[config.mk]
export PLATFORM = sky130hd
export DESIGN_NAME = vram_arbiter
export DESIGN_NICKNAME = d
export VERILOG_FILES = /design/src/source/lcd_pkg.sv /design/src/source/vram_arbiter.sv
export SDC_FILE = /design/constraint.sdc
export NUM_CORES = 1
export LEC_CHECK = 0
export BUFFER_PORTS_ARGS = -buffer_cell sky130_fd_sc_hd__buf_2
export CORE_AREA = 2 2 39 41
export DETAILED_ROUTE_END_ITERATION = 12
export DIE_AREA = 0 0 41 43
export PLACE_DENSITY = 0.66
export SLEW_MARGIN = 5
export SYNTH_ARGS = -nofsm -noshare
export SYNTH_HDL_FRONTEND = slang
export SYNTH_SLANG_ARGS = --single-unit
[constraint.sdc]
create_clock -name vclk -period 0.8
set_input_delay 0.04 -clock vclk [all_inputs]
set_output_delay 0.04 -clock vclk [all_outputs]
set_load 0.02 [all_outputs]
[src/source/lcd_pkg.sv]
package lcd_pkg;

	localparam int h_active = 64;
	localparam int h_front = 4;
	localparam int h_sync = 8;
	localparam int h_back = 8;
	localparam int h_sync_start = h_active + h_front;
	localparam int h_sync_end = h_sync_start + h_sync;
	localparam int h_total = h_sync_end + h_back; // 84 pixel clocks per line

	localparam int v_active = 48;
	localparam int v_front = 2;
	localparam int v_sync = 2;
	localparam int v_back = 3;
	localparam int v_sync_start = v_active + v_front;
	localparam int v_sync_end = v_sync_start + v_sync;
	localparam int v_total = v_sync_end + v_back; // 55 lines per frame

	localparam int win_x0 = 16; // Window is half-open on both axes
	localparam int win_x1 = 48;
	localparam int win_y0 = 8;
	localparam int win_y1 = 40;

	localparam int vram_depth = 1024;
	localparam int vram_aw = 10;

	typedef struct packed {
		logic [2:0] red;
		logic [2:0] green;
		logic [2:0] blue;
	} pixel_t;

	typedef struct packed {
		logic [7:0] x;
		logic [7:0] y;
		logic       hsync_n;
		logic       vsync_n;
		logic       den;
	} screen_pos_t;

	typedef struct packed {
		logic               we;
		logic [vram_aw-1:0] addr;
		pixel_t             wdata;
	} vram_req_t;

	typedef struct packed {
		logic       hsync_n;
		logic       vsync_n;
		logic       den;
		logic [4:0] r;
		logic [5:0] g;
		logic [4:0] b;
	} lcd_out_t;

endpackage

[src/source/vram_arbiter.sv]
module vram_arbiter (
	input  logic                        pixel_clk,
	input  logic                        rst,
	input  logic                        rd_req,
	input  logic [lcd_pkg::vram_aw-1:0] rd_addr,
	input  lcd_pkg::vram_req_t          wr_req,
	input  logic                        wr_valid,
	output logic                        wr_grant,
	output lcd_pkg::vram_req_t          ram_req
);
	import lcd_pkg::*;

	logic [7:0] starve_cnt;

	assign wr_grant = !rd_req; // Scanout always wins the port

	always_comb begin
		ram_req.wdata = wr_req.wdata;
		if (rd_req) begin
			ram_req.we = 1'b0;
			ram_req.addr = rd_addr;
		end else begin
			ram_req.we = wr_valid && wr_req.we;
			ram_req.addr = wr_req.addr;
		end
	end

	// Counts consecutive cycles a pending write was turned away
	always_ff @(posedge pixel_clk or negedge rst) begin
		if (!rst) begin
			starve_cnt <= 8'd0;
		end else if (wr_valid && !wr_grant) begin
			starve_cnt <= starve_cnt + 8'd1;
		end else begin
			starve_cnt <= 8'd0;
		end
	end

	a_no_starvation: assert property (@(posedge pixel_clk) disable iff (!rst)
		starve_cnt < h_total);

endmodule

==> flow_metrics.tcl <==
set metrics [dict create \
    drtPass1Iterations 1 \
    max-cap-violations 0 \
    crit_slowest_cell "sky130_fd_sc_hd__mux2_4" \
    layoutNonFillerInstCount 65 \
    die-width_um 41 \
    worstSetupStartpointType "primary input" \
    postSynthAreaPerCell_um2 10.7 \
    synth_top_area_cell "sky130_fd_sc_hd__mux2_4" \
    crit_path_category "primary input to output port" \
    pwr-share-clk 0 \
    final.clkbuf_count 0 \
    sequential_cell_total 0 \
    gp_congestion 0.523 \
    synthesis.nets 56 \
    fin_nets 85 \
    tightest_pin_transition_ps 109 \
    route.detailed.vias_per_inst 3.92 \
    mappedNetlistArea_um2 235 \
    vias 255 \
    critPathMostFrequentCell "sky130_fd_sc_hd__buf_6" \
    pwr-share-comb 1.000 \
    grt_first_pass_wirelength_um 903 \
    ioPinCount 55 \
    postCtsSetupBuffers 0 \
    sw_frac 0.398 \
    first_global_vias 244 \
    finalWirelength_um 613 \
    yosysWarningCount 0 \
    power_density_mw_per_mm2 676 \
    overflow 0 \
    std_cell_rows 14 \
    cpPeakStageDelay_ps 300 \
    postSynthCellCount 22 \
    critPathMaxFanout 8 \
    groute.usage.overall 0.0679 \
    worstPathRequired_ps 760 \
    internal-power_mw 0.177 \
    cp_capture_type "output port" \
    seqPwrFrac 0 \
    slew_violations 0 \
    dp_hpwl_um 562 \
    layout_min_cycle_time_ps 751 \
    yosysUniqueCellTypes 6 \
    relSlewSlack 0.928 \
    power_switching_mw 0.117 \
    critical_path.endpoint "ram_req[16]" \
    die_y_um 43 \
    arrival_ps 710 \
    initial_utilization 0.170 \
    timing.critical_path.from "rd_req" \
    core_region_area_mm2 0.00138 \
    holdCritPathClass "primary input to output port" \
    final_layout_size_suffix_gt1_frac 0.980 \
    p_leak_nw 0.258 \
    area_delta_synth_final_pct 85.1 \
    outcome "completed" \
    dp.cells 65 \
    most_frequent_cells_in_the_layout "sky130_fd_sc_hd__buf_2, sky130_fd_sc_hd__buf_6, sky130_fd_sc_hd__mux2_4, sky130_fd_sc_hd__mux2_2" \
    post_drt_wl_per_cell_um 9.43 \
    synth-seq-area-share 0 \
    setup_viol 0 \
    hold_ws_ps 80.0 \
    unrepaired_setup_endpoints_after_global_routing "false" \
    detail_route.iter0.violations 0 \
    crit_chain "buf_6 > buf_12 > mux2_4 > buf_6" \
    die_area_mm2 0.00176 \
    ant_diodes 0 \
    route.detailed.drc 0 \
    timing_hold_violations_final 0 \
    grt_start_max_net_pins 9 \
    sequential_cell_area_um2 0 \
    yosys-top-cells-area "sky130_fd_sc_hd__mux2_4, sky130_fd_sc_hd__buf_4, sky130_fd_sc_hd__mux2_2" \
    postRouteAntennaNets 0 \
    yosysTopAreaCellShare 0.511 \
    antenna_found_initial 0 \
    ir_drop_v 0.000136 \
    layout.cells.most_common "sky130_fd_sc_hd__buf_2" \
    finalCritPeriodShare 0.939 \
    achievable-frequency_mhz 1330 \
    buffer_ports.inserted 35 \
]
==> Yosys cell counts (all sizes together) <==
cell	n
buf	10
mux2	10
inv	1
and3b	1
==> power by group through the flow <==
stage | clock network, mW | registers, mW | logic [mW]
2_1_floorplan | 0 | 0 | 0.208
4_1_cts | 0 | 0 | 0.280
3_3_place_gp | 0 | 0 | 0.245
3_5_place_dp | 0 | 0 | 0.250
5_1_grt | 0 | 0 | 0.317
6_report | 0 | 0 | 0.294
==> critical path: cells and delay by family <==
| family | cells | cell delay, ps |
|---|---|---|
| buffers and inverters | 3 | 370 |
| muxes | 1 | 300 |
==> worst min-delay path by stage <==
stage / startpoint / end / slack, ps / depth (start not counted)
2_1_floorplan: wr_req[0] / ram_req[0] / 190 / 1
3_3_place_gp: wr_req[0] / ram_req[0] / 80 / 0
3_5_place_dp: wr_req[0] / ram_req[0] / 80 / 0
4_1_cts: wr_req[0] / ram_req[0] / 80 / 0
5_1_grt: wr_req[5] / ram_req[5] / 80 / 0
6_report: wr_req[5] / ram_req[5] / 80 / 0
==> stage by stage <==
step	util	TNS, ps	total power [mW]	worst slack (ps)	cell area [µm²]
2_1_floorplan	-	0	0.208	250	235
3_3_place_gp	0.274	-67.3	0.245	-12.6	379
3_5_place_dp	0.274	-153	0.250	-24.4	379
4_1_cts	0.298	0	0.280	1.13	413
5_1_grt	0.315	0	0.317	29.6	435
6_report	0.315	0	0.294	48.9	435
==> final cells by class <==
cell class | instances | area, µm²
fillers | 155 | 948
inverters | 1 | 3.75
multi-input cells | 11 | 153
well taps | 16 | 20.0
repair buffers | 37 | 259
==> repair_timing <==
item                                    in CTS  in global routing
gates resized for setup                     11                  7
hold buffers                                 0                  0
endpoints found under the setup margin       8                  4
==> cell families after synthesis <==
group / after synthesis / share of synthesized area
buffers and inverters: 11 / 0.351
multiplexers: 10 / 0.606
AND/OR/NAND/NOR: 1 / 0.0426
==> layer usage <==
layer  track usage  routed length (µm)
met4       0.00667                   0
met5             0                   0
met3        0.0105                  85
met2         0.144                 372
met1        0.0601                 156
(Power assumes the default switching activity.)
