===== src/source/lcd_pkg.sv =====
package lcd_pkg;

	localparam int h_active = 64;
	localparam int h_front = 4;
	localparam int h_sync = 8;
	localparam int h_back = 8;
	localparam int h_sync_start = h_active + h_front;
	localparam int h_sync_end = h_sync_start + h_sync;
	localparam int h_total = h_sync_end + h_back; // 84 pixel clocks per line

	localparam int v_active = 48;
	localparam int v_front = 2;
	localparam int v_sync = 2;
	localparam int v_back = 3;
	localparam int v_sync_start = v_active + v_front;
	localparam int v_sync_end = v_sync_start + v_sync;
	localparam int v_total = v_sync_end + v_back; // 55 lines per frame

	localparam int win_x0 = 16; // Window is half-open on both axes
	localparam int win_x1 = 48;
	localparam int win_y0 = 8;
	localparam int win_y1 = 40;

	localparam int vram_depth = 1024;
	localparam int vram_aw = 10;

	typedef struct packed {
		logic [2:0] red;
		logic [2:0] green;
		logic [2:0] blue;
	} pixel_t;

	typedef struct packed {
		logic [7:0] x;
		logic [7:0] y;
		logic       hsync_n;
		logic       vsync_n;
		logic       den;
	} screen_pos_t;

	typedef struct packed {
		logic               we;
		logic [vram_aw-1:0] addr;
		pixel_t             wdata;
	} vram_req_t;

	typedef struct packed {
		logic       hsync_n;
		logic       vsync_n;
		logic       den;
		logic [4:0] r;
		logic [5:0] g;
		logic [4:0] b;
	} lcd_out_t;

endpackage


===== src/source/image_loader.sv =====
module image_loader (
	input  logic              pixel_clk,
	input  logic              rst,
	input  logic              reload,
	input  logic              invert,
	output lcd_pkg::vram_req_t req,
	output logic              req_valid,
	input  logic              grant,
	output logic              loaded
);
	import lcd_pkg::*;

	logic [vram_aw-1:0] addr;
	logic               busy;
	logic               inv_q;
	pixel_t             word;
	logic               last;

	assign last = (addr == vram_aw'(vram_depth - 1));
	assign req_valid = busy;

	always_comb begin
		word.red = addr[4:2]; // Column is addr[4:0], row is addr[9:5]
		word.green = addr[9:7];
		word.blue = addr[2:0] ^ addr[7:5];
		req.we = busy;
		req.addr = addr;
		req.wdata = inv_q ? pixel_t'(~word) : word;
	end

	always_ff @(posedge pixel_clk or negedge rst) begin
		if (!rst) begin
			addr <= '0;
			busy <= 1'b1; // First fill starts straight out of reset
			loaded <= 1'b0;
			inv_q <= 1'b0;
		end else if (reload) begin
			addr <= '0;
			busy <= 1'b1;
			loaded <= 1'b0;
			inv_q <= invert;
		end else if (busy && grant) begin
			if (last) begin
				busy <= 1'b0;
				loaded <= 1'b1;
			end else begin
				addr <= addr + 1'b1;
			end
		end
	end

	a_no_write_when_loaded: assert property (@(posedge pixel_clk) disable iff (!rst)
		!(req_valid && loaded));

endmodule


===== config.mk =====
export PLATFORM = sky130hd
export DESIGN_NAME = image_loader
export DESIGN_NICKNAME = d
export VERILOG_FILES = /design/src/source/lcd_pkg.sv /design/src/source/image_loader.sv
export SDC_FILE = /design/constraint.sdc
export NUM_CORES = 1
export LEC_CHECK = 0
export ABC_AREA = 1
export BUFFER_PORTS_ARGS = -buffer_cell sky130_fd_sc_hd__buf_2
export CAP_MARGIN = 10
export CORE_AREA = 2 2 49 51
export DETAILED_ROUTE_END_ITERATION = 8
export DIE_AREA = 0 0 51 53
export PLACE_DENSITY = 0.71
export SYNTH_ARGS = -nofsm -noshare
export SYNTH_HDL_FRONTEND = slang
export SYNTH_SLANG_ARGS = --single-unit
export TNS_END_PERCENT = 100

===== constraint.sdc =====
create_clock -name pixel_clk -period 1.4 [get_ports pixel_clk]
set_input_delay 0.28 -clock pixel_clk [delete_from_list [all_inputs] [get_ports pixel_clk]]
set_output_delay 0.28 -clock pixel_clk [all_outputs]
set_load 0.1 [all_outputs]

==> reports/metrics.cfg <==
[clock_network]
cts_root_buf=clkbuf_4
clk_pin_slew_worst_paths_ns=0.09
numCtsBuffers=3
clock_latency_ns=0.28
clock_path_buffers=2
cts_tree=built
cts.sinks=13
htreeDepth=1

[finish]
layout-drive-gt1-share=0.604
final_area_um2=1940
final_cells=192
antennaDiodeCount=0
synthToLayoutAreaGrowth_pct=110
nets=171

[pwr]
internal_power_mw=0.754
swShare=0.443
power_density_nw_per_um2=699
p_clk_frac=0.186
p_sw_mw=0.600
seq_power_share=0.301
comb_power_share=0.513
power.leakage_nw=0.808
vdd_ir_drop_max_v=0.000819
power_mw=1.35

[grt]
gr-max-usage-layer=met2
grt_pass1_wl_um=5330
met1_usage=0.300
antenna_found_initial=0
overflow=0
grtUsageMet2=0.537
grt.total_usage=0.281
grt_start_max_net_pins=14
grt_pass1_vias=1089
grt_use_met3=0.0311

[floorplanning]
rows=17
die_w_um=51
start_util=0.430
die_area_um2=2700
die_h_um=53
coreArea_um2=2150
io_pins=27

[timing]
tightestPinTransition_ns=0.491
setup_viol=27
fin_skew_ns=0.000567
setup_ws_ns=-0.299
final-hold-violation-count=0
fmax_mhz=589
period_needed_ns=1.70
fin_crit_sh=1.21
relSlewSlack=0.675
rsz0062_at_grt=true
slew_violations=0

[place]
dp.cells=177
place_area_um2=1700
portBuffers=26
gp_congestion=0.838
place_hpwl_um=2210

[worst_setup_path]
ff2ff_path_depth=9
end_kind=output pin
path_class=reg2out
critical_path.max_fanout=2
r2r-start=addr[1]$_DFFE_PN0P_
crit_start=addr[1]$_DFFE_PN0P_
cp.arrival_ns=1.42
worstPathRequired_ns=1.12
worstSetupStartpointType=flip-flop

[detailed_routing]
drt_iter0_drc=87
avgRoutedWirePerCell_um=23.0
via_count=1131
via_per_inst=5.89
wirelength_um=4420
firstDrtPassIters=6
antenna_left=0
drc=0

[logic_synthesis]
synthFlopType=dfrtp_1
yosys_warnings=0
async_flop_share=1.00
syn_area_per_cell_um2=7.89
yosysSeqAreaShare=0.354
netlist_area_um2=923
ys_seq_elements=13
synth_edf_count=0
synth_nets=123
synth_cells=117
yosysUniqueCellTypes=26

[outcome]
status=complete, but fails checks
violations=setup timing

[run]
cap_violations=0

[hold_path]
min_from=reload
hold_depth=2
hp-class=in2reg

[final cells by class]
class | count | area (um2)
Clock buffer | 4 | 26.3
Inverter | 12 | 45.0
Sequential cell | 13 | 369
Timing Repair Buffer | 49 | 671
Tap cell | 28 | 35.0
Multi-Input combinational cell | 86 | 791
Fill cell | 78 | 211
[through the flow]
step / setup WS, ns / hold WS [ns] / setup TNS, ns / util
2_1_floorplan: -0.866 / -0.0156 / -4.70 / -
3_3_place_gp: -0.00212 / 0.179 / -0.00384 / 0.790
3_5_place_dp: -0.0549 / 0.186 / -0.304 / 0.790
4_1_cts: -0.277 / 0.243 / -2.38 / 0.865
5_1_grt: -0.327 / 0.286 / -5.34 / 0.902
6_report: -0.299 / 0.287 / -4.68 / 0.902
[logic make-up (layout without fill, tap and decap cells)]
group	after synthesis	count (layout)	synth area share
buffers and inverters	19	65	0.118
AOI/OAI and AO/OA	10	10	0.0610
adders and majority gates	1	1	0.0135
xor gates and xnor gates	13	13	0.123
DFF	13	13	0.354
and+or+nand+nor	61	62	0.331
[state kept, by name, summed over array words and instances (netlist names)]
signal,flops
inv_q,1
addr,10
req_valid,1
loaded,1
[per-layer routing]
metal / vias up / wire (um)
met5: - / 0
met4: 0 / 221
met3: 34 / 422
met2: 105 / 2310
met1: 529 / 1470
li1: 463 / -
[layout by cell type, fill, tap and decap left out, types with 5 or more instances in the layout]
cell | netlist | layout
buf_12 | 1 | 22
buf_2 | 2 | 5
buf_4 | 3 | 12
buf_6 | 1 | 8
dfrtp_4 | 0 | 10
inv_1 | 12 | 9
nand2_1 | 31 | 28
nand3_1 | 14 | 12
nor2_1 | 6 | 5
o21ai_2 | 1 | 6
xor2_4 | 0 | 9
[critical path: stages (launching register included)]
cell     delay (ns)
dfrtp_4        0.52
xnor2_4        0.23
xor2_4         0.19
buf_12         0.19
[cells in the mapped netlist (2+ instances only)]
master | n | share of area
nand2_1 | 31 | 0.13
nand3_1 | 14 | 0.076
dfrtp_1 | 12 | 0.33
inv_1 | 12 | 0.049
xor2_1 | 10 | 0.095
nor2_1 | 6 | 0.024
o21ai_1 | 5 | 0.027
buf_4 | 3 | 0.024
xnor2_1 | 3 | 0.028
buf_2 | 2 | 0.011
nand3_2 | 2 | 0.022
nor2_4 | 2 | 0.024
o21ai_0 | 2 | 0.011
[power groups by stage]
stage / sequential [mW] / combinational, mW / clock (mW)
floorplan: 0.455 / 0.371 / 0
global placement: 0.417 / 0.608 / 0
detailed placement: 0.418 / 0.619 / 0
CTS: 0.405 / 0.664 / 0.241
global route: 0.408 / 0.707 / 0.266
finish: 0.408 / 0.695 / 0.252
[final timing paths]
path,to,slack (ns)
setup / recovery,req[1],-0.30
hold / removal,loaded$_DFFE_PN0P_,0.29
setup reg to reg,addr[8]$_DFFE_PN0P_,-0.24
hold reg to reg,loaded$_DFFE_PN0P_,0.60
max in group asynchronous,req_valid$_DFFE_PN1P_,0.69
min in group asynchronous,addr[0]$_DFFE_PN0P_,0.41
[timing repair]
action / in CTS / in global routing
hold buffers: 1 / 0
gates resized for setup: 21 / 13
cloned: 1 / 0
setup endpoints to repair: 18 / 28
hold endpoints to repair: 12 / 0
buffers inserted: 5 / 6
pin swaps: 16 / 9
No activity file was read; power rests on OpenSTA's default activity.
