<file path="src/source/lcd_pkg.sv">
package lcd_pkg;

	localparam int h_active = 64;
	localparam int h_front = 4;
	localparam int h_sync = 8;
	localparam int h_back = 8;
	localparam int h_sync_start = h_active + h_front;
	localparam int h_sync_end = h_sync_start + h_sync;
	localparam int h_total = h_sync_end + h_back; // 84 pixel clocks per line

	localparam int v_active = 48;
	localparam int v_front = 2;
	localparam int v_sync = 2;
	localparam int v_back = 3;
	localparam int v_sync_start = v_active + v_front;
	localparam int v_sync_end = v_sync_start + v_sync;
	localparam int v_total = v_sync_end + v_back; // 55 lines per frame

	localparam int win_x0 = 16; // Window is half-open on both axes
	localparam int win_x1 = 48;
	localparam int win_y0 = 8;
	localparam int win_y1 = 40;

	localparam int vram_depth = 1024;
	localparam int vram_aw = 10;

	typedef struct packed {
		logic [2:0] red;
		logic [2:0] green;
		logic [2:0] blue;
	} pixel_t;

	typedef struct packed {
		logic [7:0] x;
		logic [7:0] y;
		logic       hsync_n;
		logic       vsync_n;
		logic       den;
	} screen_pos_t;

	typedef struct packed {
		logic               we;
		logic [vram_aw-1:0] addr;
		pixel_t             wdata;
	} vram_req_t;

	typedef struct packed {
		logic       hsync_n;
		logic       vsync_n;
		logic       den;
		logic [4:0] r;
		logic [5:0] g;
		logic [4:0] b;
	} lcd_out_t;

endpackage

</file>
<file path="src/source/scanout.sv">
module scanout (
	input  logic                        pixel_clk,
	input  logic                        rst,
	input  lcd_pkg::screen_pos_t        pos,
	output logic                        rd_req,
	output logic [lcd_pkg::vram_aw-1:0] rd_addr,
	input  lcd_pkg::pixel_t             rdata,
	output lcd_pkg::lcd_out_t           lcd
);
	import lcd_pkg::*;

	logic       in_win;
	logic [7:0] col;
	logic [7:0] row;
	logic [5:0] diag;
	pixel_t     bg;
	logic       win_q;
	pixel_t     bg_q;
	logic       hsync_n_q;
	logic       vsync_n_q;
	logic       den_q;
	pixel_t     color;

	assign in_win = (pos.x >= win_x0) && (pos.x < win_x1) &&
		(pos.y >= win_y0) && (pos.y < win_y1);
	assign col = pos.x - 8'(win_x0);
	assign row = pos.y - 8'(win_y0);

	assign rd_req = in_win;
	assign rd_addr = {row[4:0], col[4:0]}; // Row times 32 plus column

	assign diag = pos.x[5:0] + pos.y[5:0];
	assign bg = pixel_t'({diag, 3'b000}); // Low 9 bits of (x+y)*8

	// Stage 1 waits for the RAM read
	always_ff @(posedge pixel_clk or negedge rst) begin
		if (!rst) begin
			win_q <= 1'b0;
			hsync_n_q <= 1'b1;
			vsync_n_q <= 1'b1;
			den_q <= 1'b0;
		end else begin
			win_q <= in_win;
			hsync_n_q <= pos.hsync_n;
			vsync_n_q <= pos.vsync_n;
			den_q <= pos.den;
		end
	end

	always_ff @(posedge pixel_clk) begin
		bg_q <= bg;
	end

	assign color = win_q ? rdata : bg_q;

	always_ff @(posedge pixel_clk or negedge rst) begin
		if (!rst) begin
			lcd <= '{hsync_n: 1'b1, vsync_n: 1'b1, default: '0};
		end else begin
			lcd.hsync_n <= hsync_n_q;
			lcd.vsync_n <= vsync_n_q;
			lcd.den <= den_q;
			lcd.r <= den_q ? {color.red, color.red[2:1]} : 5'd0;
			lcd.g <= den_q ? {color.green, color.green} : 6'd0;
			lcd.b <= den_q ? {color.blue, color.blue[2:1]} : 5'd0;
		end
	end

	a_blank_outside_active: assert property (@(posedge pixel_clk) disable iff (!rst)
		!lcd.den |-> (lcd.r == 5'd0 && lcd.g == 6'd0 && lcd.b == 5'd0));

endmodule

</file>
<file path="config.mk">
export PLATFORM = sky130hd
export DESIGN_NAME = scanout
export DESIGN_NICKNAME = d
export VERILOG_FILES = /design/src/source/lcd_pkg.sv /design/src/source/scanout.sv
export SDC_FILE = /design/constraint.sdc
export NUM_CORES = 1
export LEC_CHECK = 0
export ABC_AREA = 1
export BUFFER_PORTS_ARGS = -buffer_cell sky130_fd_sc_hd__buf_4
export CORE_MARGIN = 2
export CORE_UTILIZATION = 30
export DETAILED_ROUTE_END_ITERATION = 7
export GPL_TIMING_DRIVEN = 0
export PLACE_DENSITY = 0.57
export SETUP_SLACK_MARGIN = 0.15
export SLEW_MARGIN = 30
export SYNTH_ARGS = -nofsm -noshare
export SYNTH_HDL_FRONTEND = slang
export SYNTH_SLANG_ARGS = --single-unit
export TNS_END_PERCENT = 10
</file>
<file path="constraint.sdc">
create_clock -name pixel_clk -period 1.99 [get_ports pixel_clk]
set_clock_uncertainty 0.2 [all_clocks]
set_input_delay 0.199 -clock pixel_clk [delete_from_list [all_inputs] [get_ports pixel_clk]]
set_output_delay 0.199 -clock pixel_clk [all_outputs]
set_load 0.01 [all_outputs]
</file>
==> impl_metrics.py <==
metrics = {
    "clock_tree": {
        "cts.sinks": 22,
        "clk_pin_slew_ns": 0.11,
        "cts.path.max_buffers": 2,
        "cts_made_buffers": 3,
        "clockRootBuffer": "clkbuf_4",
        "tritoncts": "yes",
        "worstSkewPairLatency_ns": 0.29,
        "h-tree-depth": 1,
    },
    "placed_design": {
        "dpl_cell_area_um2": 1510,
        "dp_cells": 212,
        "dpl.hpwl_mm": 1.70,
        "port_buffers": 59,
        "gp_congestion": 0.716,
    },
    "logic_synthesis": {
        "avgSynthCellArea_um2": 9.46,
        "yosys.area.top_type": "dfrtp_1",
        "yosysSeqAreaShare": 0.519,
        "synth_cell_types": 17,
        "ys_warn_count": 0,
        "synth_edf_count": 0,
        "synthArstFlopShare": 0.727,
        "synthesis.area_um2": 1010,
        "synth_common_cells": "nor2_1 (20), buf_4 (14), nand2_1 (13)",
        "post-synth-top-count-cell": "nor2_1",
        "synth_fp_nets": 143,
        "synth.area.top_cells": "dfrtp_1 (30%), dfxtp_1 (12%), buf_4 (10%)",
        "synth-main-ff-cell": "dfrtp_1",
        "syn_inst": 107,
        "synth_top_cell_area_share": 0.297,
        "yosys_register_bits": 22,
    },
    "final_layout": {
        "drive_gt1_frac": 0.450,
        "area_delta_synth_final_pct": 73.7,
        "final_area_um2": 1760,
        "multi_input_area_um2": 343,
        "layout.nets": 226,
        "ff_latch_area_um2": 526,
        "n_antenna_cell": 0,
        "stdcell_count": 235,
        "n_fill_cell": 322,
    },
    "detailed_routing": {
        "vias_per_cell": 3.91,
        "ant_nets": 0,
        "wl_per_cell_um": 9.14,
        "first_pass_iters": 4,
        "vias": 920,
        "drc": 0,
        "dr.first_iter.drc_count": 16,
        "routed_wl_mm": 2.15,
    },
    "global_routing": {
        "grt_max_degree": 17,
        "grt_pass1_wl_mm": 3.35,
        "grtUsageTotal": 0.116,
        "grt_overflow": 0,
        "grt_pass1_vias": 870,
        "grt_antenna_before_repair": 0,
    },
    "pwr": {
        "powerDensity_nw_per_um2": 624,
        "pwr-share-clk": 0.294,
        "seq_power_share": 0.459,
        "ir_drop_mv": 0.290,
        "p_int_uw": 855,
        "fin_total_pwr_uw": 1100,
        "p_leak_uw": 0.000952,
        "switchingPower_uw": 241,
        "p_comb_frac": 0.247,
        "swShare": 0.220,
    },
    "die": {
        "io_pins": 60,
        "core-area_um2": 3280,
        "rows": 21,
        "die_h_um": 62.1,
        "dieArea_um2": 3850,
        "die_w_um": 62.1,
        "start_util": 0.308,
    },
    "critical_path": {
        "path_cells": "dlygate4sd3_1 -> buf_4 -> ha_1 -> fa_2 -> nand3_1 -> nand2_1 -> xor2_1",
        "crit_required_ns": 1.98,
        "critical_path_class": "input pin to register",
        "crit_fanout": 3,
        "path_buf_inv": 2,
        "slowest_delay_ns": 0.54,
        "cp_num_cells": 7,
        "crit_arrival_ns": 1.75,
        "r2r_slack_ns": 0.92,
        "crit_slowest_cell": "dlygate4sd3_1",
        "rr_startpoint": "win_q",
        "worst-r2r-cell-count": 3,
        "rr_endpoint": "lcd[13]",
        "crit_end": "bg_q[7]",
        "endpoint_kind": "register",
        "crit_path_start_kind": "input pin",
        "crit_family": "buffers and inverters",
        "startpoint": "pos[11]",
    },
    "job": {
        "drv_cap": 0,
    },
    "sta": {
        "period_needed_ns": 1.76,
        "drv_slew": 0,
        "max_freq_ghz": 0.567,
        "finalCritPeriodShare": 0.887,
        "maxSlewHeadroom": 0.861,
        "hold_violations": 0,
        "worst_pin_slew_ns": 0.209,
        "setup_viol": 0,
        "setup_tns_ns": 0,
        "grt_setup_unrepaired": "false",
    },
    "outcome": {
        "status": "completed",
    },
    "hold_path": {
        "hp-class": "input pin to asynchronous set/reset pin",
    },
}
worst min-delay path by stage:
stage	to	slack, ns	cells past startpoint
2_1_floorplan	den_q	-0.30	0
3_3_place_gp	lcd[3]	-0.14	1
3_5_place_dp	lcd[3]	-0.14	1
4_1_cts	lcd[3]	0.07	2
5_1_grt	lcd[3]	0.07	2
6_report	lcd[3]	0.08	2
final cells by class:
class                           instances  share of cell area
Timing Repair Buffer                   78               0.360
Multi-Input combinational cell         60               0.195
Clock buffer                            3              0.0128
Inverter                               11              0.0235
Tap cell                               46              0.0327
Clock inverter                          1              0.0171
Sequential cell                        22               0.299
Buffer                                 14              0.0598
routing by layer:
metal | part of all wire | global-route usage | vias to the layer above
li1 | - | - | 485
met1 | 0.41 | 0.134 | 381
met2 | 0.48 | 0.211 | 52
met3 | 0.10 | 0.0207 | 2
met4 | 0.0065 | 0.0456 | 0
met5 | 0 | 0 | -
sequential cells by signal, summed over array words and instances (netlist names):
| name | flops |
|---|---|
| lcd | 12 |
| hsync_n_q | 1 |
| vsync_n_q | 1 |
| bg_q | 6 |
| den_q | 1 |
| win_q | 1 |
cells in the final DEF, fill, tap and decap left out:
master,netlist,layout
dlygate4sd3_1,0,19
nand4_1,2,2
xnor2_1,1,1
nand2_2,2,2
a21oi_1,2,2
fa_2,0,1
nand3_1,3,3
inv_1,11,11
clkbuf_4,0,3
bufinv_16,0,1
nand2_1,13,13
dfstp_2,4,4
dfxtp_1,6,6
nand3_2,1,1
buf_4,14,73
ha_1,5,5
dfrtp_1,12,12
o21ai_0,6,6
nor2_1,20,20
xor2_1,4,4
power groups by stage:
stage	Combinational, uW	Clock (uW)	Sequential, uW
after detailed placement	242	0	513
after global routing	302	361	509
after floorplan	103	0	519
after global placement	238	0	512
final	270	323	503
after CTS	273	337	504
through the flow:
| step | hold WS, ns | util | worst slack, ns |
|---|---|---|---|
| floorplan | -0.297 | - | 0.590 |
| global placement | -0.140 | 0.461 | 0.405 |
| detailed placement | -0.138 | 0.461 | 0.399 |
| CTS | 0.0740 | 0.534 | 0.178 |
| global route | 0.0667 | 0.535 | 0.178 |
| finish | 0.0756 | 0.535 | 0.225 |
logic make-up after synthesis:
group                      after synthesis  synth area share
AOI/OAI and AO/OA                        8            0.0396
xor gates and xnor gates                 5            0.0433
buffers and inverters                   25             0.145
and+or+nand+nor                         41             0.172
DFF                                     22             0.519
adders and majority gates                6            0.0816
repair_timing:
action	in CTS	in global routing
resized for setup	0	1
buffers inserted	0	0
hold buffers	19	0
hold endpoints to repair	31	0
endpoints found under the setup margin	0	1
No activity file was read; power rests on OpenSTA's default activity.
