### config.mk
export PLATFORM = sky130hd
export DESIGN_NAME = lcd_timing
export DESIGN_NICKNAME = d
export VERILOG_FILES = /design/src/source/lcd_pkg.sv /design/src/source/lcd_timing.sv
export SDC_FILE = /design/constraint.sdc
export NUM_CORES = 1
export LEC_CHECK = 0
export BUFFER_PORTS_ARGS = -buffer_cell sky130_fd_sc_hd__buf_2
export CELL_PAD_IN_SITES_DETAIL_PLACEMENT = 1
export CELL_PAD_IN_SITES_GLOBAL_PLACEMENT = 1
export CORE_ASPECT_RATIO = 1.5
export CORE_MARGIN = 2
export CORE_UTILIZATION = 45
export DETAILED_ROUTE_END_ITERATION = 6
export PLACE_DENSITY_LB_ADDON = 0.12
export SYNTH_ARGS = -nofsm -noshare
export SYNTH_HDL_FRONTEND = slang
export SYNTH_SLANG_ARGS = --single-unit
### constraint.sdc
create_clock -name pixel_clk -period 5.2 [get_ports pixel_clk]
set_input_delay 1.04 -clock pixel_clk [delete_from_list [all_inputs] [get_ports pixel_clk]]
set_output_delay 1.04 -clock pixel_clk [all_outputs]
set_load 0.02 [all_outputs]
### src/source/lcd_pkg.sv
package lcd_pkg;

	localparam int h_active = 64;
	localparam int h_front = 4;
	localparam int h_sync = 8;
	localparam int h_back = 8;
	localparam int h_sync_start = h_active + h_front;
	localparam int h_sync_end = h_sync_start + h_sync;
	localparam int h_total = h_sync_end + h_back; // 84 pixel clocks per line

	localparam int v_active = 48;
	localparam int v_front = 2;
	localparam int v_sync = 2;
	localparam int v_back = 3;
	localparam int v_sync_start = v_active + v_front;
	localparam int v_sync_end = v_sync_start + v_sync;
	localparam int v_total = v_sync_end + v_back; // 55 lines per frame

	localparam int win_x0 = 16; // Window is half-open on both axes
	localparam int win_x1 = 48;
	localparam int win_y0 = 8;
	localparam int win_y1 = 40;

	localparam int vram_depth = 1024;
	localparam int vram_aw = 10;

	typedef struct packed {
		logic [2:0] red;
		logic [2:0] green;
		logic [2:0] blue;
	} pixel_t;

	typedef struct packed {
		logic [7:0] x;
		logic [7:0] y;
		logic       hsync_n;
		logic       vsync_n;
		logic       den;
	} screen_pos_t;

	typedef struct packed {
		logic               we;
		logic [vram_aw-1:0] addr;
		pixel_t             wdata;
	} vram_req_t;

	typedef struct packed {
		logic       hsync_n;
		logic       vsync_n;
		logic       den;
		logic [4:0] r;
		logic [5:0] g;
		logic [4:0] b;
	} lcd_out_t;

endpackage

### src/source/lcd_timing.sv
module lcd_timing (
	input  logic                pixel_clk,
	input  logic                rst,
	output lcd_pkg::screen_pos_t pos
);
	import lcd_pkg::*;

	logic [7:0] x_next;
	logic [7:0] y_next;
	logic       x_wrap;
	logic       h_in_sync;
	logic       v_in_sync;
	logic       in_active;

	assign x_wrap = (pos.x == 8'(h_total - 1));

	always_comb begin
		if (x_wrap) begin
			x_next = 8'd0;
			if (pos.y == 8'(v_total - 1)) begin
				y_next = 8'd0;
			end else begin
				y_next = pos.y + 8'd1;
			end
		end else begin
			x_next = pos.x + 8'd1;
			y_next = pos.y;
		end
	end

	// Sync and den are derived from the next position so they line up with x and y
	assign h_in_sync = (x_next >= h_sync_start) && (x_next < h_sync_end);
	assign v_in_sync = (y_next >= v_sync_start) && (y_next < v_sync_end);
	assign in_active = (x_next < h_active) && (y_next < v_active);

	always_ff @(posedge pixel_clk or negedge rst) begin
		if (!rst) begin
			pos.x <= 8'(h_total - 1); // Last position of a frame, so (0,0) comes first
			pos.y <= 8'(v_total - 1);
			pos.hsync_n <= 1'b1;
			pos.vsync_n <= 1'b1;
			pos.den <= 1'b0;
		end else begin
			pos.x <= x_next;
			pos.y <= y_next;
			pos.hsync_n <= !h_in_sync;
			pos.vsync_n <= !v_in_sync;
			pos.den <= in_active;
		end
	end

	a_x_range: assert property (@(posedge pixel_clk) disable iff (!rst)
		pos.x < h_total);

endmodule

==> results of run 1 <==
## cells in the final DEF (no fill, tap or decap), types with 2 or more instances in the layout
cell and count:
dfrtp_1 9, inv_1 4, nand2_1 14, xnor2_1 5, o21ai_0 8, a22o_1 2
dfstp_2 10, nand3_1 7, clkbuf_4 3, o21ai_1 2, buf_2 20, nand4_1 4
nor4_1 2, and2_1 2, o31ai_1 4, ha_1 4, nor3_1 2, nand2b_1 3
nor2_1 7
## cells in the mapped netlist (all sizes together), types with 2 or more instances
cell type,count
nand2,15
o21ai,11
dfstp,10
dfrtp,9
nor2,8
nand3,7
buf,5
xnor2,5
ha,4
inv,4
nand4,4
o31ai,4
nand2b,3
nor4,3
a22o,2
and2,2
nor3,2
## cells by family (layout without fill, tap and decap cells)
group	after synthesis	after routing	share of synthesized area, %
mux	1	1	0.851
fa+ha+maj	4	4	4.26
flops	19	19	41.5
xor+xnor	6	6	4.47
buf+inv	10	28	4.89
simple gates	55	55	28.4
compound gates	27	27	15.6
## report_power, final
part	leakage, nW	switching, mW	internal, mW
Clock	0.0177	0.0490	0.0287
Combinational	0.278	0.00289	0.000270
Sequential	0.220	0	0.148
Total	0.515	0.0519	0.177
## worst min-delay path, stage by stage, from the launching register on
cell and delay (ns):
dfstp_2 0.41, nand2_1 0.08, nand2_1 0.05
## worst paths after layout
kind	end	slack, ns	cells past startpoint
worst min-delay path	pos[4]	0.53	2
worst min register to register	pos[4]	0.53	2
min in group asynchronous	pos[3]	0.66	1
worst max register to register	pos[1]	2.97	6
max in group asynchronous	pos[5]	4.20	1
worst max-delay path	pos[1]	2.97	6
## area by class of cell
class                           instances  area [sq um]  share of cell area (%)
Clock inverter                          1          5.00                   0.388
Tap cell                               24          30.0                    2.33
Multi-Input combinational cell         93           631                    48.8
Sequential cell                        19           488                    37.8
Clock buffer                            3          22.5                    1.74
Inverter                                4          15.0                    1.16
Timing Repair Buffer                   20           100                    7.75
## routing by layer
layer | share of wire [%] | vias up
met2 | 57 | 21
met5 | 0 | -
met4 | 1.3 | 0
li1 | - | 482
met1 | 39 | 509
met3 | 2.2 | 4
==> impl_metrics.json, run 1 <==
{
  "start_util_pct": 47.5,
  "hold_viol": 0,
  "crit_family": "simple AND/OR/NAND/NOR gates",
  "slew_viol_final": 0,
  "async_reset_ff_share_pct": 100,
  "regMostFlops": "pos",
  "min_path_type": "reg -> reg",
  "num_io_pins": 21,
  "dp_cells": 160,
  "cts_sinks": 19,
  "ir_drop_mv": 0.139,
  "drive_above_1_share_pct": 30.7,
  "crit_required_ns": 5.43,
  "die_area_sq_mm": 0.00305,
  "drc": 0,
  "fin_nets": 147,
  "postLayoutCoreUtil_pct": 52.1,
  "clkSlewWorstSetupHoldPaths_ns": 0.12,
  "ys_seq_area_share_pct": 41.5,
  "post-route-period-util_pct": 42.9,
  "cts_root_buf": "clkbuf_4",
  "outcome": "finished, final reports clean",
  "fillers": 311,
  "r2r_start": "pos[11]",
  "die_w_um": 45.7,
  "cp.arrival_ns": 2.47,
  "drt.antenna.violating_nets": 0,
  "post_dp_cell_area_sq_mm": 0.00126,
  "synth_cells": 122,
  "wl_per_cell_um": 18.1,
  "relSlewSlack_pct": 54.8,
  "crit_chain": "ha_1 -> nor3b_2 -> nand2_2 -> or3_1 -> a22oi_1 -> nand4_1",
  "endpoint_kind": "register",
  "grt_busiest_layer": "met2",
  "ys_seq_elements": 19,
  "top_regs": "pos x19",
  "fmax_mhz": 448,
  "gp_congestion": 0.821,
  "largest_reg_flops": 19,
  "syn_nets": 128,
  "max_cap_violations": 0,
  "cp_max_fo": 8,
  "fin_cells": 164,
  "leakagePower_nw": 0.515,
  "insertion_delay_ns": 0.30,
  "synth_edf_count": 0,
  "vias": 1016,
  "die_h_um": 66.6,
  "final_area_sq_mm": 0.00129,
  "power_density_mw_per_mm2": 177,
  "clk_path_buf_depth": 2,
  "dr.first_iter.drc_count": 37,
  "cpPeakStageDelay_ns": 0.60,
  "setup_ws_ns": 2.97,
  "insertedDiodeCount": 0,
  "cts_hold_buf": 0,
  "grt_pass1_vias": 1054,
  "yosys_most_used_dff": "dfstp_2",
  "grt.met2_usage_pct": 43.7,
  "io_buffers": 20,
  "skew_ns": 0.00724,
  "vias_per_cell": 6.20,
  "grt_overflow": 0,
  "synthToLayoutAreaGrowth_pct": 9.79,
  "routed_wl_um": 2970,
  "cp_slowest_cell": "dfstp_2",
  "setup_violations": 0,
  "drtPass1Iterations": 4,
  "postCtsSetupBuffers": 0,
  "fp-row-count": 22,
  "dpl.hpwl_um": 2200,
  "antenna_found_initial": 0,
  "place_ws_ns": 2.96,
  "synth_area_sq_mm": 0.00118,
  "cts_tree": "done",
  "crit_start": "pos[11]",
  "rsz0062_at_grt": "false",
  "synth.avg_cell_area_sq_um": 9.64,
  "grt_max_degree": 20,
  "grt_pass1_wl_um": 5200,
  "tns_ns": 0,
  "yosysTopAreaCell": "dfstp_2",
  "p_total_mw": 0.229,
  "h-tree-depth": 1,
  "worstSetupStartpointType": "register",
  "grt_usage_pct": 23.8,
  "worst_pin_slew_ns": 0.673,
  "numCtsBuffers": 3,
  "crit_buf_inv": 0,
  "critical_path_class": "reg -> reg",
  "core_sq_mm": 0.00248,
  "synth_top_area_share_pct": 22.3,
  "holdCritStartpoint": "pos[4]",
  "synth_warnings": 0,
  "timing.hold.ws_ns": 0.533,
  "grt_use_met1_pct": 26.5,
  "use_met3_pct": 1.63,
  "synth_area_leaders": "dfstp_2, dfrtp_1, nand2_1",
  "yosysUniqueCellTypes": 48,
  "ctsResizeCount": 0,
  "period_minus_slack_ns": 2.23
}
Note: power is estimated with default switching activity, not from simulation.
==> run 2: changes to the inputs <==
CORE_UTILIZATION = 37   (was 45)
clock period = 2 ns   (was 5.2 ns; I/O delays follow)
==> impl_metrics.json, run 2 (synthesized netlist as in run 1, its figures left out) <==
{
  "grt_use_met1_pct": 19.6,
  "dp_cells": 187,
  "drc": 0,
  "wl_per_cell_um": 16.2,
  "grt_max_degree": 20,
  "cts_root_buf": "clkbuf_8",
  "period_minus_slack_ns": 1.93,
  "crit_required_ns": 2.17,
  "vias": 1037,
  "fin_cells": 191,
  "hold_viol": 0,
  "insertion_delay_ns": 0.26,
  "leakagePower_nw": 0.593,
  "top_regs": "pos x19",
  "regMostFlops": "pos",
  "die_area_sq_mm": 0.00366,
  "dpl.hpwl_um": 2380,
  "start_util_pct": 38.0,
  "fillers": 365,
  "fin_nets": 158,
  "die_h_um": 73.1,
  "core_sq_mm": 0.00310,
  "layout_commonest_cell": "buf_2",
  "grt_pass1_wl_um": 5040,
  "relSlewSlack_pct": 71.0,
  "post-route-period-util_pct": 96.3,
  "worstSetupStartpointType": "register",
  "fp-row-count": 25,
  "slew_viol_final": 0,
  "layout_common_cells": "buf_2, nand2_1, buf_4, dfstp_2, dfrtp_1",
  "worst_pin_slew_ns": 0.428,
  "use_met3_pct": 1.84,
  "dr.first_iter.drc_count": 15,
  "power_density_mw_per_mm2": 458,
  "gp_congestion": 0.851,
  "cp_max_fo": 8,
  "drtPass1Iterations": 4,
  "crit_start": "pos[11]",
  "die_w_um": 50.0,
  "num_io_pins": 21,
  "critical_path_class": "reg -> reg",
  "grt_usage_pct": 18.4,
  "fmax_mhz": 519,
  "insertedDiodeCount": 0,
  "io_buffers": 20,
  "grt_pass1_vias": 1074,
  "ff_latch_area_sq_um": 488,
  "h-tree-depth": 1,
  "grt_overflow": 0,
  "synthToLayoutAreaGrowth_pct": 24.1,
  "postCtsSetupBuffers": 0,
  "drt.antenna.violating_nets": 0,
  "vias_per_cell": 5.43,
  "ir_drop_mv": 0.237,
  "r2r_cells": 6,
  "p_total_mw": 0.668,
  "routed_wl_um": 3100,
  "cp.arrival_ns": 2.10,
  "setup_violations": 0,
  "endpoint_kind": "register",
  "largest_reg_flops": 19,
  "multi_input_area_sq_um": 679,
  "r2r_start": "pos[11]",
  "numCtsBuffers": 3,
  "outcome": "finished, final reports clean",
  "grt_busiest_layer": "met2",
  "grt.met2_usage_pct": 35.8,
  "ff2ff_setup_slack_ns": 0.07,
  "cts_tree": "done",
  "cts_sinks": 19,
  "clk_path_buf_depth": 2,
  "skew_ns": 0.00262,
  "drive_above_1_share_pct": 40.4,
  "clkSlewWorstSetupHoldPaths_ns": 0.07,
  "antenna_found_initial": 0,
  "timing.hold.ws_ns": 0.0678,
  "min_path_type": "in -> async",
  "max_cap_violations": 0
}
-- run 2: cell count changes in the layout (fill, tap and decap cells not counted), moves of 2 or more --
cell | before | now
buf_4 | 0 | 11
clkbuf_8 | 0 | 3
nor4_2 | 1 | 3
clkbuf_4 | 3 | 0
nor4_1 | 2 | 0
-- run 2: metrics by stage --
stage                     TNS (ns)  worst slack, ns  area, sq um  utilization (%)
final                            0           0.0735         1460             47.2
after global routing       -0.0219          -0.0219         1460             47.2
after CTS                        0          0.00380         1410             45.6
after detailed placement   -0.0345          -0.0345         1370             44.1
after global placement     -0.0203          -0.0203         1370             44.1
after floorplan                  0         0.000421         1180                -
-- run 2: power breakdown --
group	total [mW]	internal, mW	leakage, nW	switching [mW]
logic	0.00809	0.000703	0.351	0.00738
registers	0.385	0.385	0.220	0
clock network	0.275	0.142	0.0228	0.133
-- run 2: cell type report --
| type | count | area share [%] |
|---|---|---|
| flip-flops and latches | 19 | 33.4 |
| repair buffers | 31 | 12.5 |
| clock buffers | 4 | 3.08 |
| multi-input cells | 93 | 46.5 |
| well taps | 40 | 3.43 |
| inverters | 4 | 1.03 |
-- run 2: metal layers --
| layer | up-vias | wire, um |
|---|---|---|
| met2 | 15 | 1750 |
| met1 | 517 | 1250 |
| met3 | 2 | 56 |
| met5 | - | 0 |
| met4 | 0 | 37 |
| li1 | 503 | - |
-- run 2: worst paths after layout --
| path | end |
|---|---|
| max in group asynchronous | pos[11] |
| max reg2reg | pos[1] |
| min in group pixel_clk | pos[4] |
| min | pos[18] |
| min reg2reg | pos[4] |
| max | pos[1] |
-- run 2: repair_timing --
action | in CTS | in global routing
pin swaps | 1 | 1
hold buffers | 0 | 0
setup endpoints to repair | 1 | 2
gates resized for setup | 0 | 10
-- run 2: critical path, cell delays in order, from the launching register on --
cell and delay, ns:
dfstp_2 0.54, ha_2 0.21, nor3b_4 0.25, nand2_4 0.12, or3_4 0.39, a22oi_2 0.20
nand4_1 0.12
==> run 3: changes to the inputs <==
CELL_PAD_IN_SITES_DETAIL_PLACEMENT = 0   (was 1)
==> impl_metrics.json, run 3 (synthesized netlist as in run 1, its figures left out) <==
{
  "layout_common_cells": "buf_2, nand2_1, buf_4, dfstp_2, dfrtp_1",
  "grt_max_degree": 20,
  "core_sq_mm": 0.00310,
  "use_met3_pct": 3.07,
  "fp-row-count": 25,
  "synthToLayoutAreaGrowth_pct": 24.9,
  "grt_pass1_wl_um": 4800,
  "ir_drop_mv": 0.243,
  "p_switching_mw": 0.136,
  "grt.met2_usage_pct": 30.7,
  "power_frac_comb_pct": 1.2,
  "io_buffers": 20,
  "skew_ns": 0.00309,
  "vias": 1041,
  "cts_sinks": 19,
  "drt.antenna.violating_nets": 0,
  "fmax_mhz": 534,
  "num_io_pins": 21,
  "r2r_start": "pos[11]",
  "setup_violations": 0,
  "grt_use_met1_pct": 20.3,
  "tns_ns": 0,
  "slew_viol_final": 0,
  "power_density_mw_per_mm2": 452,
  "antenna_found_initial": 0,
  "grt_busiest_layer": "met2",
  "period_minus_slack_ns": 1.87,
  "relSlewSlack_pct": 70.1,
  "start_util_pct": 38.0,
  "dp_cells": 187,
  "postLayoutCoreUtil_pct": 47.4,
  "routed_wl_um": 2900,
  "p_sw_share_pct": 20.5,
  "crit_required_ns": 2.17,
  "final_area_sq_mm": 0.00147,
  "max_cap_violations": 0,
  "critical_path_class": "reg -> reg",
  "min_path_type": "in -> async",
  "clk_path_buf_depth": 2,
  "grt_usage_pct": 17.2,
  "drc": 0,
  "largest_reg_flops": 19,
  "cts_hold_buf": 0,
  "multi_input_area_sq_um": 681,
  "fin_cells": 192,
  "ff_latch_area_sq_um": 488,
  "dr.first_iter.drc_count": 17,
  "grt_pass1_vias": 1041,
  "post-route-period-util_pct": 93.7,
  "vias_per_cell": 5.42,
  "insertedDiodeCount": 0,
  "die_h_um": 73.1,
  "worst_pin_slew_ns": 0.448,
  "fin_nets": 159,
  "gp_congestion": 0.851,
  "die_area_sq_mm": 0.00366,
  "regMostFlops": "pos",
  "p_seq_share_pct": 58.1,
  "h-tree-depth": 1,
  "worstSetupStartpointType": "register",
  "clkPwrFrac_pct": 40.7,
  "grt_overflow": 0,
  "drtPass1Iterations": 4,
  "numCtsBuffers": 3,
  "outcome": "finished, final reports clean",
  "fillers": 313,
  "wl_per_cell_um": 15.1,
  "cp_max_fo": 6,
  "hold_viol": 0,
  "drive_above_1_share_pct": 38.2,
  "cts_root_buf": "clkbuf_8",
  "rsz0062_at_grt": "false",
  "crit_start": "pos[11]",
  "die_w_um": 50.0,
  "dpl.hpwl_um": 2160,
  "post_dp_cell_area_sq_mm": 0.00137,
  "leakagePower_nw": 0.599,
  "layout_commonest_cell": "buf_2",
  "top_regs": "pos x19",
  "cp.arrival_ns": 2.05,
  "power.internal_mw": 0.527,
  "insertion_delay_ns": 0.25,
  "endpoint_kind": "register",
  "clkSlewWorstSetupHoldPaths_ns": 0.07,
  "cts_tree": "done"
}
[run 3: cell types whose count changed in the layout (fill, tap and decap cells not counted), sizes merged]
cell  change
buf       +1
[run 3: worst paths after layout]
kind	slack, ns	to	cells after the start
setup reg to reg	0.13	pos[1]	6
hold reg to reg	0.53	pos[4]	2
min in group pixel_clk	0.53	pos[4]	2
hold / removal	0.08	pos[18]	1
max in group asynchronous	1.58	pos[5]	1
setup / recovery	0.13	pos[1]	6
[run 3: final cells by class]
class / instances / share of cell area (%)
multi-input cells: 93 / 46.3
repair buffers: 32 / 12.9
clock buffers: 4 / 3.07
well taps: 40 / 3.41
flip-flops and latches: 19 / 33.2
inverters: 4 / 1.02
[run 3: routing by layer]
layer	vias to the layer above	wire length, um	share of wire (%)
met4	0	19	0.66
li1	504	-	-
met5	-	0	0
met3	2	121	4.2
met2	23	1590	55
met1	512	1170	40
[run 3: critical path: stages, from the launching register on]
cell and delay, ns:
dfstp_2 0.56, ha_4 0.16, or3b_4 0.42, nor2_4 0.15
a21oi_1 0.09, nor4_2 0.28, nand4_1 0.13
[run 3: timing repair]
action / 4_1_cts / 5_1_grt
setup buffers: 0 / 1
setup endpoints to repair: 1 / 2
resized for setup: 1 / 7
pin swaps: 0 / 1
[run 3: per-stage QoR]
stage / total power [mW] / hold slack (ns) / worst slack [ns]
floorplan: 0.392 / 0.104 / 0.000421
global placement: 0.400 / 0.368 / -0.0203
detailed placement: 0.401 / 0.372 / -0.0394
CTS: 0.674 / 0.0933 / 0.000544
global route: 0.694 / 0.116 / 0.0166
finish: 0.663 / 0.0844 / 0.126
[run 3: power by group through the flow]
stage	clock, mW	sequential [mW]	combinational [mW]
after global routing	0.299	0.385	0.0102
after global placement	0	0.392	0.00877
final	0.270	0.385	0.00826
after CTS	0.280	0.385	0.00898
after detailed placement	0	0.392	0.00897
after floorplan	0	0.392	0.000000215
